[config.mk]
export PLATFORM = sky130hd
export DESIGN_NAME = savestate_bus
export DESIGN_NICKNAME = d
export VERILOG_FILES = /design/src/hw/ss_pkg.sv /design/src/hw/savestate_bus.sv /design/src/hw/ss_read_mux.sv /design/src/hw/ss_cpu_state.sv /design/src/hw/ss_ram_region.sv /design/src/hw/ss_addr_decode.sv
export SDC_FILE = /design/constraint.sdc
export NUM_CORES = 2
export LEC_CHECK = 0
export BUFFER_PORTS_ARGS = -buffer_cell sky130_fd_sc_hd__buf_2
export CAP_MARGIN = 20
export CELL_PAD_IN_SITES_DETAIL_PLACEMENT = 2
export CELL_PAD_IN_SITES_GLOBAL_PLACEMENT = 2
export CORE_MARGIN = 4
export CORE_UTILIZATION = 41
export DETAILED_ROUTE_END_ITERATION = 10
export PLACE_DENSITY_LB_ADDON = 0.1
export REMOVE_ABC_BUFFERS = 1
export SETUP_SLACK_MARGIN = 0.15
export SKIP_CTS_REPAIR_TIMING = 1
export SLEW_MARGIN = 20
export SYNTH_ARGS = -nofsm -noshare
export SYNTH_HDL_FRONTEND = slang
export SYNTH_SLANG_ARGS = --single-unit
[constraint.sdc]
create_clock -name clk -period 19.7 [get_ports clk]
set_input_delay 3.94 -clock clk [delete_from_list [all_inputs] [get_ports clk]]
set_output_delay 3.94 -clock clk [all_outputs]
set_load 0.01 [all_outputs]
[src/hw/ss_pkg.sv]
package ss_pkg;

    // Host bus
    localparam int ss_addr_width = 8;
    localparam int ss_data_width = 32;

    // RAM cells are one nibble wide
    localparam int nibble_width = 4;
    localparam int nibbles_per_word = ss_data_width / nibble_width;

    // RAM regions: CPU RAM, then video RAM
    localparam int num_regions = 2;
    localparam logic [ss_addr_width-1:0] region_base [num_regions] = '{8'h10, 8'h60};
    localparam int region_words [num_regions] = '{80, 20};
    localparam int max_region_words = 80;

    // Word offset inside the largest region
    localparam int offset_width = $clog2(max_region_words);

    // CPU register words
    localparam logic [ss_addr_width-1:0] ss_addr_cpu_regs0 = 8'h00;
    localparam logic [ss_addr_width-1:0] ss_addr_cpu_regs1 = 8'h01;

    // CPU register field widths
    localparam int pc_width = 13;
    localparam int np_width = 5;
    localparam int acc_width = 4;
    localparam int index_width = 12;
    localparam int sp_width = 8;

    // Power-on values
    localparam logic [pc_width-1:0] pc_reset = 13'h0100;
    localparam logic [np_width-1:0] np_reset = 5'h01;

endpackage
[src/hw/savestate_bus.sv]
`timescale 1ns/1ps

module savestate_bus (
    input  logic                             clk,
    input  logic                             reset,
    input  logic [ss_pkg::ss_addr_width-1:0] ss_bus_addr,
    input  logic [ss_pkg::ss_data_width-1:0] ss_bus_in,
    input  logic                             ss_bus_wren,
    output logic [ss_pkg::ss_data_width-1:0] ss_bus_out,
    output logic                             ss_busy
);

    logic [ss_pkg::num_regions-1:0]   region_sel;
    logic [ss_pkg::offset_width-1:0]  word_offset;
    logic                             cmd_write;
    logic                             cmd_fetch;
    logic [1:0]                       reg_sel;
    logic                             reg_write;
    logic [ss_pkg::ss_data_width-1:0] region_rd_word [ss_pkg::num_regions];
    logic [ss_pkg::num_regions-1:0]   region_busy;
    logic [ss_pkg::ss_data_width-1:0] regs0_word;
    logic [ss_pkg::ss_data_width-1:0] regs1_word;

    ss_addr_decode u_decode (
        .clk         (clk),
        .reset       (reset),
        .ss_bus_addr (ss_bus_addr),
        .ss_bus_wren (ss_bus_wren),
        .region_sel  (region_sel),
        .word_offset (word_offset),
        .cmd_write   (cmd_write),
        .cmd_fetch   (cmd_fetch),
        .reg_sel     (reg_sel),
        .reg_write   (reg_write)
    );

    // One nibble RAM per region: CPU RAM, video RAM
    for (genvar g = 0; g < ss_pkg::num_regions; g++) begin : g_region
        ss_ram_region #(
            .depth_words (ss_pkg::region_words[g])
        ) u_region (
            .clk         (clk),
            .reset       (reset),
            .sel         (region_sel[g]),
            .word_offset (word_offset),
            .cmd_write   (cmd_write),
            .cmd_fetch   (cmd_fetch),
            .wr_word     (ss_bus_in),
            .rd_word     (region_rd_word[g]),
            .busy        (region_busy[g])
        );
    end

    ss_cpu_state u_cpu_state (
        .clk        (clk),
        .reset      (reset),
        .reg_sel    (reg_sel),
        .reg_write  (reg_write),
        .wr_word    (ss_bus_in),
        .regs0_word (regs0_word),
        .regs1_word (regs1_word)
    );

    ss_read_mux u_read_mux (
        .clk             (clk),
        .reset           (reset),
        .region_sel      (region_sel),
        .reg_sel         (reg_sel),
        .region_words_in (region_rd_word),
        .region_busy     (region_busy),
        .regs0_word      (regs0_word),
        .regs1_word      (regs1_word),
        .ss_bus_out      (ss_bus_out),
        .ss_busy         (ss_busy)
    );

endmodule

[src/hw/ss_read_mux.sv]
`timescale 1ns/1ps

module ss_read_mux (
    input  logic                             clk,
    input  logic                             reset,
    input  logic [ss_pkg::num_regions-1:0]   region_sel,
    input  logic [1:0]                       reg_sel,
    input  logic [ss_pkg::ss_data_width-1:0] region_words_in [ss_pkg::num_regions],
    input  logic [ss_pkg::num_regions-1:0]   region_busy,
    input  logic [ss_pkg::ss_data_width-1:0] regs0_word,
    input  logic [ss_pkg::ss_data_width-1:0] regs1_word,
    output logic [ss_pkg::ss_data_width-1:0] ss_bus_out,
    output logic                             ss_busy
);

    logic [ss_pkg::ss_data_width-1:0] next_word;

    // Selects are one-hot, unmapped addresses fall through to zero
    always_comb begin
        next_word = '0;
        if (reg_sel[0]) begin
            next_word = regs0_word;
        end
        if (reg_sel[1]) begin
            next_word = regs1_word;
        end
        for (int i = 0; i < ss_pkg::num_regions; i++) begin
            if (region_sel[i]) begin
                next_word = region_words_in[i];
            end
        end
    end

    always_ff @(posedge clk) begin
        if (reset) begin
            ss_bus_out <= '0;
        end else begin
            ss_bus_out <= next_word;
        end
    end

    assign ss_busy = |region_busy;

endmodule

[src/hw/ss_cpu_state.sv]
`timescale 1ns/1ps

module ss_cpu_state (
    input  logic                             clk,
    input  logic                             reset,
    input  logic [1:0]                       reg_sel,
    input  logic                             reg_write,
    input  logic [ss_pkg::ss_data_width-1:0] wr_word,
    output logic [ss_pkg::ss_data_width-1:0] regs0_word,
    output logic [ss_pkg::ss_data_width-1:0] regs1_word
);

    logic [ss_pkg::ss_data_width-1:0] wr_q;

    logic [ss_pkg::np_width-1:0]      np;
    logic [ss_pkg::pc_width-1:0]      pc;
    logic [ss_pkg::acc_width-1:0]     a;
    logic [ss_pkg::acc_width-1:0]     b;
    logic [ss_pkg::index_width-1:0]   x;
    logic [ss_pkg::index_width-1:0]   y;
    logic [ss_pkg::sp_width-1:0]      sp;
    logic                             interrupt;
    logic                             decimal;
    logic                             zero;
    logic                             carry;

    // Data sampled on the same edge as the host strobe
    always_ff @(posedge clk) begin
        wr_q <= wr_word;
    end

    always_ff @(posedge clk) begin
        if (reset) begin
            np <= ss_pkg::np_reset;
            pc <= ss_pkg::pc_reset;
            a <= '0;
            b <= '0;
            x <= '0;
            y <= '0;
            sp <= '0;
            interrupt <= 1'b0;
            decimal <= 1'b0;
            zero <= 1'b0;
            carry <= 1'b0;
        end else if (reg_write) begin
            // Word 0x0, top two bits dropped
            if (reg_sel[0]) begin
                {np, pc, a, b, interrupt, decimal, zero, carry} <=
                    wr_q[ss_pkg::ss_data_width-3:0];
            end
            // Word 0x1
            if (reg_sel[1]) begin
                {x, y, sp} <= wr_q;
            end
        end
    end

    assign regs0_word = {2'b00, np, pc, a, b, interrupt, decimal, zero, carry};
    assign regs1_word = {x, y, sp};

endmodule

[src/hw/ss_ram_region.sv]
`timescale 1ns/1ps

module ss_ram_region #(
    parameter int depth_words = 80
) (
    input  logic                             clk,
    input  logic                             reset,
    input  logic                             sel,
    input  logic [ss_pkg::offset_width-1:0]  word_offset,
    input  logic                             cmd_write,
    input  logic                             cmd_fetch,
    input  logic [ss_pkg::ss_data_width-1:0] wr_word,
    output logic [ss_pkg::ss_data_width-1:0] rd_word,
    output logic                             busy
);

    localparam int step_width = $clog2(ss_pkg::nibbles_per_word);
    localparam int depth_nibbles = depth_words * ss_pkg::nibbles_per_word;
    localparam int nib_addr_width = $clog2(depth_nibbles);
    localparam logic [step_width:0] last_write_step =
        (step_width + 1)'(ss_pkg::nibbles_per_word - 1);
    localparam logic [step_width:0] last_fetch_step =
        (step_width + 1)'(ss_pkg::nibbles_per_word);

    logic [ss_pkg::nibble_width-1:0]         mem [depth_nibbles];
    logic [ss_pkg::nibble_width-1:0]         rd_nib_q;
    logic [ss_pkg::nibble_width-1:0]         shift_nib;
    logic [ss_pkg::ss_data_width-1:0]        data_q;
    logic [step_width:0]                     step_q;
    logic                                    writing_q;
    logic                                    start_write;
    logic                                    start_fetch;
    logic                                    mem_we;
    logic [ss_pkg::offset_width+step_width-1:0] nib_addr_full;
    logic [nib_addr_width-1:0]               nib_addr;

    // Writes win over a fetch issued in the same cycle
    assign start_write = sel && cmd_write && !busy;
    assign start_fetch = sel && cmd_fetch && !cmd_write && !busy;
    assign mem_we = start_write || (busy && writing_q);

    // Word offset selects eight cells, the step picks one of them
    assign nib_addr_full = {word_offset, step_q[step_width-1:0]};
    assign nib_addr = nib_addr_full[nib_addr_width-1:0];

    // Nibble entering rd_word: the one being written, or the one read back
    assign shift_nib = mem_we ? data_q[ss_pkg::nibble_width-1:0] : rd_nib_q;

    // Transfer sequencer
    always_ff @(posedge clk) begin
        if (reset) begin
            busy <= 1'b0;
            writing_q <= 1'b0;
            step_q <= '0;
        end else if (start_write) begin
            busy <= 1'b1;
            writing_q <= 1'b1;
            step_q <= 1'b1;
        end else if (start_fetch) begin
            busy <= 1'b1;
            writing_q <= 1'b0;
            step_q <= 1'b1;
        end else if (busy) begin
            if (writing_q ? (step_q == last_write_step) : (step_q == last_fetch_step)) begin
                busy <= 1'b0;
                writing_q <= 1'b0;
                step_q <= '0;
            end else begin
                step_q <= step_q + 1'b1;
            end
        end
    end

    // Single-port nibble RAM, synchronous read
    always_ff @(posedge clk) begin
        if (mem_we) begin
            mem[nib_addr] <= data_q[ss_pkg::nibble_width-1:0];
        end
        rd_nib_q <= mem[nib_addr];
    end

    // Idle: track the bus data, so the word sampled with the strobe is kept
    always_ff @(posedge clk) begin
        if (mem_we) begin
            data_q <= data_q >> ss_pkg::nibble_width;
        end else if (!busy) begin
            data_q <= wr_word;
        end
    end

    // First nibble ends up in the low bits after eight shifts
    always_ff @(posedge clk) begin
        if (start_write || busy) begin
            rd_word <= {shift_nib, rd_word[ss_pkg::ss_data_width-1:ss_pkg::nibble_width]};
        end
    end

endmodule

[src/hw/ss_addr_decode.sv]
`timescale 1ns/1ps

module ss_addr_decode (
    input  logic                             clk,
    input  logic                             reset,
    input  logic [ss_pkg::ss_addr_width-1:0] ss_bus_addr,
    input  logic                             ss_bus_wren,
    output logic [ss_pkg::num_regions-1:0]   region_sel,
    output logic [ss_pkg::offset_width-1:0]  word_offset,
    output logic                             cmd_write,
    output logic                             cmd_fetch,
    output logic [1:0]                       reg_sel,
    output logic                             reg_write
);

    logic [ss_pkg::ss_addr_width-1:0] addr_q;
    logic [ss_pkg::ss_addr_width-1:0] addr_prev_q;
    logic                             wren_q;
    logic                             fetch_init_q;
    logic                             region_hit;

    // Address history, used to spot a change of word
    always_ff @(posedge clk) begin
        addr_q <= ss_bus_addr;
        addr_prev_q <= addr_q;
    end

    always_ff @(posedge clk) begin
        if (reset) begin
            wren_q <= 1'b0;
            fetch_init_q <= 1'b1;
        end else begin
            wren_q <= ss_bus_wren;
            fetch_init_q <= 1'b0;
        end
    end

    // Region lookup against the table
    always_comb begin
        logic [ss_pkg::ss_addr_width-1:0] diff;
        region_sel = '0;
        word_offset = '0;
        diff = '0;
        for (int i = 0; i < ss_pkg::num_regions; i++) begin
            if (addr_q >= ss_pkg::region_base[i] &&
                addr_q < ss_pkg::region_base[i] + ss_pkg::region_words[i]) begin
                region_sel[i] = 1'b1;
                diff = addr_q - ss_pkg::region_base[i];
                word_offset = diff[ss_pkg::offset_width-1:0];
            end
        end
    end

    assign reg_sel[0] = (addr_q == ss_pkg::ss_addr_cpu_regs0);
    assign reg_sel[1] = (addr_q == ss_pkg::ss_addr_cpu_regs1);

    assign region_hit = |region_sel;

    // Strobes to unmapped words go nowhere
    assign cmd_write = wren_q && region_hit;
    assign reg_write = wren_q && (|reg_sel);

    // Refresh the read word whenever a new RAM word is addressed
    assign cmd_fetch = region_hit && (fetch_init_q || addr_q != addr_prev_q);

endmodule

**After elaboration in Yosys (flattened, before gate mapping)**

Memory sizes are Yosys's and may differ from the RTL's. A register that Yosys moved wholly into a read port is not among the register bits.
Cells that the tools add are included.

- Memories: 2
- Input port bits: 43
- Output and inout bits: 33
- Bits in writable memories: 3200
- Register bits after elaboration: 284
- Logic and storage cells: 133

Memory list:

| memory | depth | bits a word | rd ports | clocked after Yosys merged registers in | wr ports | line | source |
|---|---|---|---|---|---|---|---|
| g_region[0].u_region.mem | 640 | 4 | 1 | 1 | 1 | ss_ram_region.sv:25 | `logic [ss_pkg::nibble_width-1:0] mem [depth_nibbles];` |
| g_region[1].u_region.mem | 160 | 4 | 1 | 1 | 1 | ss_ram_region.sv:25 |  |

- Muxes and demuxes: 45
- Equality and inequality tests: 8
- $lt $le $gt $ge: 4
- Reduce and logical (&&, ||, !) cells: 39
- $add $sub $neg: 4

Operators by type and width:

| cell | number |
|---|---|
| two-way mux 28 bit | 4 |
| two-way mux 32 bit | 3 |
| two-way mux 1 bit | 31 |
| two-way mux 30 bit | 1 |
| logical AND 1 bit | 17 |
| less-than comparator 8 x 7 -> 1 bit (second input constant) | 2 |
| two-way mux 4 bit | 4 |
| two-way mux 7 bit | 2 |
| nonzero test 3 bit | 4 |
| adder 4 x 1 -> 4 bit (second input constant) | 2 |
| == test 4 x 3 -> 1 bit (second input constant) | 2 |
| == test 4 bit (second input constant) | 2 |
| == test 8 x 1 -> 1 bit (second input constant) | 1 |
| >= comparator 8 x 5 -> 1 bit (second input constant) | 1 |
| >= comparator 8 x 7 -> 1 bit (second input constant) | 1 |
| zero test 8 bit | 1 |
| != test 8 bit | 1 |
| AND reduction 2 bit | 4 |
| subtractor 7 x 5 -> 7 bit (second input constant) | 1 |
| subtractor 7 bit (second input constant) | 1 |
| OR reduction 2 bit | 3 |
| OR reduction 3 bit | 2 |
| logical OR 1 bit | 5 |
| != test 2 bit (second input constant) | 2 |
| zero test 1 bit | 3 |

**Logic depth before layout (Yosys ltp)**

- Word-level depth: 10
- Gate-level depth with buffers: 15
- Mapped depth without buffers: 10

**By module**

From an unflattened synthesis, not the netlist that was laid out.

- Cell total of the unflattened synthesis: 8040
- Area total of the unflattened synthesis: 137454.3 µm²

Modules (own cells, without submodules):

| module | seq. area each (µm²) | instances | cells each | area each (µm²) |
|---|---|---|---|---|
| ss_ram_region at g_region[0].u_region | 78955.7 | 1 | 6027 | 103658.2 |
| ss_ram_region at g_region[1].u_region | 21300.4 | 1 | 1475 | 28075.7 |
| ss_cpu_state | 1881.8 | 1 | 279 | 3248.1 |
| ss_read_mux | 640.6 | 1 | 191 | 1731.7 |
| ss_addr_decode | 360.3 | 1 | 68 | 740.7 |

**Worst setup path before layout**

OpenSTA, ideal clock, no wires.

- Path kind: reg-to-reg
- Start: register g_region[0].u_region.data_q[0] (netlist bit)
- End: memory g_region[0].u_region.mem[0][0] (netlist bit), data pin
- Cell stages (with the launch flop): 1
- Required time: 17954 ps
- Setup time: 1746 ps
- Buffers on the path: 0
- Path slack: 10320 ps
- Data arrival time: 7634 ps
- Period minus slack after synthesis: 9380 ps
- Path through: edfxtp_1

RTL lines:

| element | line | source |
|---|---|---|
| from (decl) | ss_ram_region.sv:28 | `logic [ss_pkg::ss_data_width-1:0] data_q;` |
| from (signal assigned) | ss_ram_region.sv:85 | `data_q <= data_q >> ss_pkg::nibble_width;` |
| from (signal assigned) | ss_ram_region.sv:87 | `data_q <= wr_word;` |
| to (decl) | ss_ram_region.sv:25 |  |

No word-level cell before the write port.

**Worst setup path in the final report**

- Start: register u_decode.addr_q[5] (netlist bit)
- End: memory g_region[0].u_region.mem[579][0] (netlist bit) (enable)

- Cells in the longest elaborated chain, start to end: 10
- Elaborated cells between the ends (all ways): 19
- Classes of those cells: add/sub: 2; order compare: 4; mux: 6; reduce/logical: 7

RTL lines:

| element | line | source |
|---|---|---|
| from (decl) | ss_addr_decode.sv:16 | `logic [ss_pkg::ss_addr_width-1:0] addr_q;` |
| from (signal assigned) | ss_addr_decode.sv:24 | `addr_q <= ss_bus_addr;` |
| >= comparator 8 x 5 -> 1 bit (tied with other cells) | ss_addr_decode.sv:45 | `if (addr_q >= ss_pkg::region_base[i] &&` |
| logical AND 1 bit | ss_addr_decode.sv:45 |  |
| two-way mux 1 bit | ss_addr_decode.sv:45 |  |
| OR reduction 2 bit | ss_addr_decode.sv:57 | `assign region_hit = \|region_sel;` |
| logical AND 1 bit | ss_addr_decode.sv:60 | `assign cmd_write = wren_q && region_hit;` |
| logical AND 1 bit (2 in a row) | ss_ram_region.sv:38 | `assign start_write = sel && cmd_write && !busy;` |
| logical OR 1 bit | ss_ram_region.sv:40 | `assign mem_we = start_write \|\| (busy && writing_q);` |
| two-way mux 1 bit | ss_ram_region.sv:76 | `if (mem_we) begin` |
| two-way mux 1 bit (not written as such) | ss_ram_region.sv:77 | `mem[nib_addr] <= data_q[ss_pkg::nibble_width-1:0];` |

Parallel ways exist; a longest one is shown, timed or not.

==> results.json <==
{
  "outcome": "completed",
  "drive_gt1_share_pct": 23.2,
  "worst_path_most_repeated_cell": "buf_4",
  "max_freq_mhz": 155,
  "tightest_slew_ps": 1220,
  "hpwlAfterDp_mm": 261,
  "cts_sinks": 3492,
  "cp_max_fo": 72,
  "ys_ff_latch": 3492,
  "synthTopCellsByArea": "edfxtp_1 (73%), mux4_2 (13%), dfxtp_1 (2.5%), nor2_1 (2.4%), mux2i_1 (2.2%)",
  "fp.dieW_um": 585,
  "min_path_cells": 0,
  "gp_congestion": 0.782,
  "num-nets-final": 7320,
  "worst-setup-path-type": "flip-flop to flip-flop",
  "rows": 211,
  "cp-start-kind": "flip-flop",
  "synth_edf_count": 3320,
  "clkSlewWorstSetupHoldPaths_ps": 60,
  "setup_viol": 0,
  "grt_max_degree": 188,
  "crit_cells": 12,
  "worstHoldPathType": "flip-flop to flip-flop",
  "slowest_stage": "buf_4",
  "ys_warn_count": 0,
  "die_h_um": 585,
  "crit_chain": "inv_1 -> ha_1 -> nor2b_1 -> o22ai_4 -> buf_4 -> nand2_1 -> nand2_2 -> and2_4 -> buf_4 -> nand3_4 -> buf_4 -> nor2_1",
  "cpLargestDelayFamily": "simple AND/OR/NAND/NOR gates",
  "ir_worst_vdd_v": 0.000101,
  "area_growth_pct": 13.1,
  "fin_crit_sh_pct": 32.8,
  "crit_buf_inv": 4,
  "setup_tns_ps": 0,
  "cts_root_buf": "clkbuf_16",
  "comb_power_share_pct": 8.0,
  "cpPeakStageDelay_ps": 770,
  "utilization_pct": 46.7,
  "grt_overflow": 0,
  "reg2reg_depth": 12,
  "powerDensity_nw_per_um2": 109,
  "synth_ff_type": "edfxtp_1",
  "skew_ps": 57.6,
  "ys_seq_area_share_pct": 75.5,
  "cts_buffer_depth": 4,
  "total_power_uw": 16800,
  "viasPerCell": 5.96,
  "min_period_ps": 6460,
  "rsz0062_at_grt": "no",
  "max_slew_margin_pct": 18.5,
  "sequentialPowerShare_pct": 50.2,
  "firstDrtPassIters": 6,
  "netlist_area_um2": 137000,
  "routed_wl_mm": 441,
  "htreeDepth": 5,
  "drt_iter0_drc": 7938,
  "p_sw_share_pct": 23.6,
  "holdWs_ps": 443,
  "syn_inst": 7101,
  "ys_types": 76,
  "grt_pass1_vias": 77500,
  "report.final.slew_viol_count": 0,
  "grt_pass1_wl_mm": 625,
  "start_util_pct": 41.3,
  "vias": 71200,
  "pin_count": 76,
  "yosys.area.top_type": "edfxtp_1",
  "port_buffers": 75,
  "multi_input_area_um2": 31600,
  "antenna_found_initial": 26,
  "cts_buffers": 379,
  "preCtsSetupSlack_ps": 13230,
  "ant_nets": 0,
  "clkPwrFrac_pct": 41.8,
  "cts_tree": "yes",
  "arrival_ps": 7030,
  "dieArea_um2": 342000,
  "postSynthAreaPerCell_um2": 19.2,
  "p_leak_uw": 0.0473,
  "grtUsageTotal_pct": 25.6,
  "crit_required_ps": 20270,
  "cap_violations": 0,
  "seqCellArea_um2": 103000,
  "core_region_area_um2": 331000,
  "cp-end-kind": "flip-flop",
  "drcViolationCount": 0,
  "p_switching_uw": 3950,
  "async_reset_ff_share_pct": 0,
  "insertion_delay_ps": 970,
  "netlist.area_leader.share_pct": 73.0,
  "power.internal_uw": 12800,
  "fill_cells": 29600,
  "wl_per_cell_um": 36.9,
  "hold_viol": 0,
  "worst_slack_ps": 13240
}
Yosys cell counts, types with 9 or more instances:
library cell	number
a22o_1	10
o22ai_1	70
o211ai_1	29
mux2_2	67
buf_2	129
and3_1	10
a31oi_1	21
xnor2_1	10
buf_4	30
a21oi_1	98
nor2b_1	9
o311ai_0	32
nand3_1	54
o21ai_0	82
nand2_1	290
o211a_1	9
buf_1	80
mux2i_1	296
dfxtp_1	172
inv_1	12
o221ai_1	9
a22oi_1	88
edfxtp_1	3320
nor3_1	18
a221oi_1	35
nor2_1	889
mux4_2	794
a211oi_1	10
ha_1	13
nand4_1	24
clkbuf_1	254
state kept, by name (all words and copies together), names as in the netlist, 5 cells and up:
register                    cells
g_region.u_region.data_q       64
g_region.u_region.mem        3200
g_region.u_region.rd_nib_q      8
g_region.u_region.rd_word      64
g_region.u_region.step_q        8
u_cpu_state.np                  5
u_cpu_state.pc                 13
u_cpu_state.sp                  8
u_cpu_state.wr_q               32
u_cpu_state.x                  12
u_cpu_state.y                  12
u_decode.addr_prev_q            8
u_decode.addr_q                 8
u_read_mux.ss_bus_out          32
path summary, 6_finish.rpt:
kind	start	endpoint	slack, ps
setup reg to reg	u_decode.addr_q[5]$_DFF_P_	g_region[0].u_region.mem[579][0]$_DFFE_PP_	13240
hold / removal	g_region[1].u_region.rd_word[16]$_DFFE_PP_	g_region[1].u_region.rd_word[12]$_DFFE_PP_	440
hold reg to reg	g_region[1].u_region.rd_word[16]$_DFFE_PP_	g_region[1].u_region.rd_word[12]$_DFFE_PP_	440
setup / recovery	u_decode.addr_q[5]$_DFF_P_	g_region[0].u_region.mem[579][0]$_DFFE_PP_	13240
area by class of cell:
cell class	count	share of cell area, %
inverter	14	0.0389
antenna	11	0.0178
multi-input combinational	3095	20.5
tap	4366	3.54
clock inverter	188	1.12
sequential	3492	66.8
clock buffer	499	6.64
timing repair buffer	282	1.42
layer usage:
| layer | vias up | part of all wire (%) | global-route usage (%) |
|---|---|---|---|
| li1 | 29100 | - | - |
| met1 | 39100 | 41 | 34.6 |
| met2 | 2397 | 50 | 43.4 |
| met3 | 665 | 5.2 | 3.10 |
| met4 | 8 | 3.5 | 8.25 |
| met5 | - | 0.014 | 0 |
worst register-to-register path, cell delays in order (launching register included):
cell and delay, ps:
dfxtp_1 680, inv_1 230, ha_1 280, nor2b_1 210, o22ai_4 200, buf_4 600, nand2_1 190, nand2_2 690
and2_4 680, buf_4 780, nand3_4 450, buf_4 580, nor2_1 490
cells by family (layout without fill, tap and decap cells):
kind of cell / after synthesis / count (layout) / share of synthesized area [%]
AO/OA/AOI/OAI: 571 / 571 / 2.90
XOR/XNOR: 14 / 14 / 0.0898
adder cells (fa/ha/maj): 13 / 13 / 0.119
buffers and inverters: 514 / 983 / 1.65
flip-flops: 3492 / 3492 / 75.5
multiplexers: 1157 / 1157 / 15.8
other: 0 / 11 / 0
AND/OR/NAND/NOR: 1340 / 1340 / 3.93
metrics by stage:
| step | instances | cell area (um^2) |
|---|---|---|
| 2_1_floorplan | 6601 | 134000 |
| 6_report | 11900 | 154000 |
| 3_3_place_gp | 11200 | 142000 |
| 3_5_place_dp | 11200 | 142000 |
| 4_1_cts | 11900 | 154000 |
| 5_1_grt | 11900 | 154000 |
placed cells by master (no fill, tap or decap), types with 70 or more instances in the layout:
master / netlist / final
a21oi_1: 98 / 94
a22oi_1: 88 / 88
buf_2: 129 / 74
buf_4: 30 / 186
clkbuf_1: 254 / 96
clkbuf_16: 0 / 387
dfxtp_1: 172 / 162
edfxtp_1: 3320 / 3320
mux2i_1: 296 / 296
mux4_2: 794 / 794
nand2_1: 290 / 287
nor2_1: 889 / 882
o21ai_0: 82 / 81
o22ai_1: 70 / 70
power groups by stage:
stage               registers (uW)  clock network (uW)  logic [uW]
global route                  8410                7460        1430
detailed placement            8570                   0        1370
finish                        8410                7010        1350
floorplan                     8940                   0        1080
global placement              8570                   0        1340
CTS                           8410                7140        1370
Power figures use the tool's default switching activity.
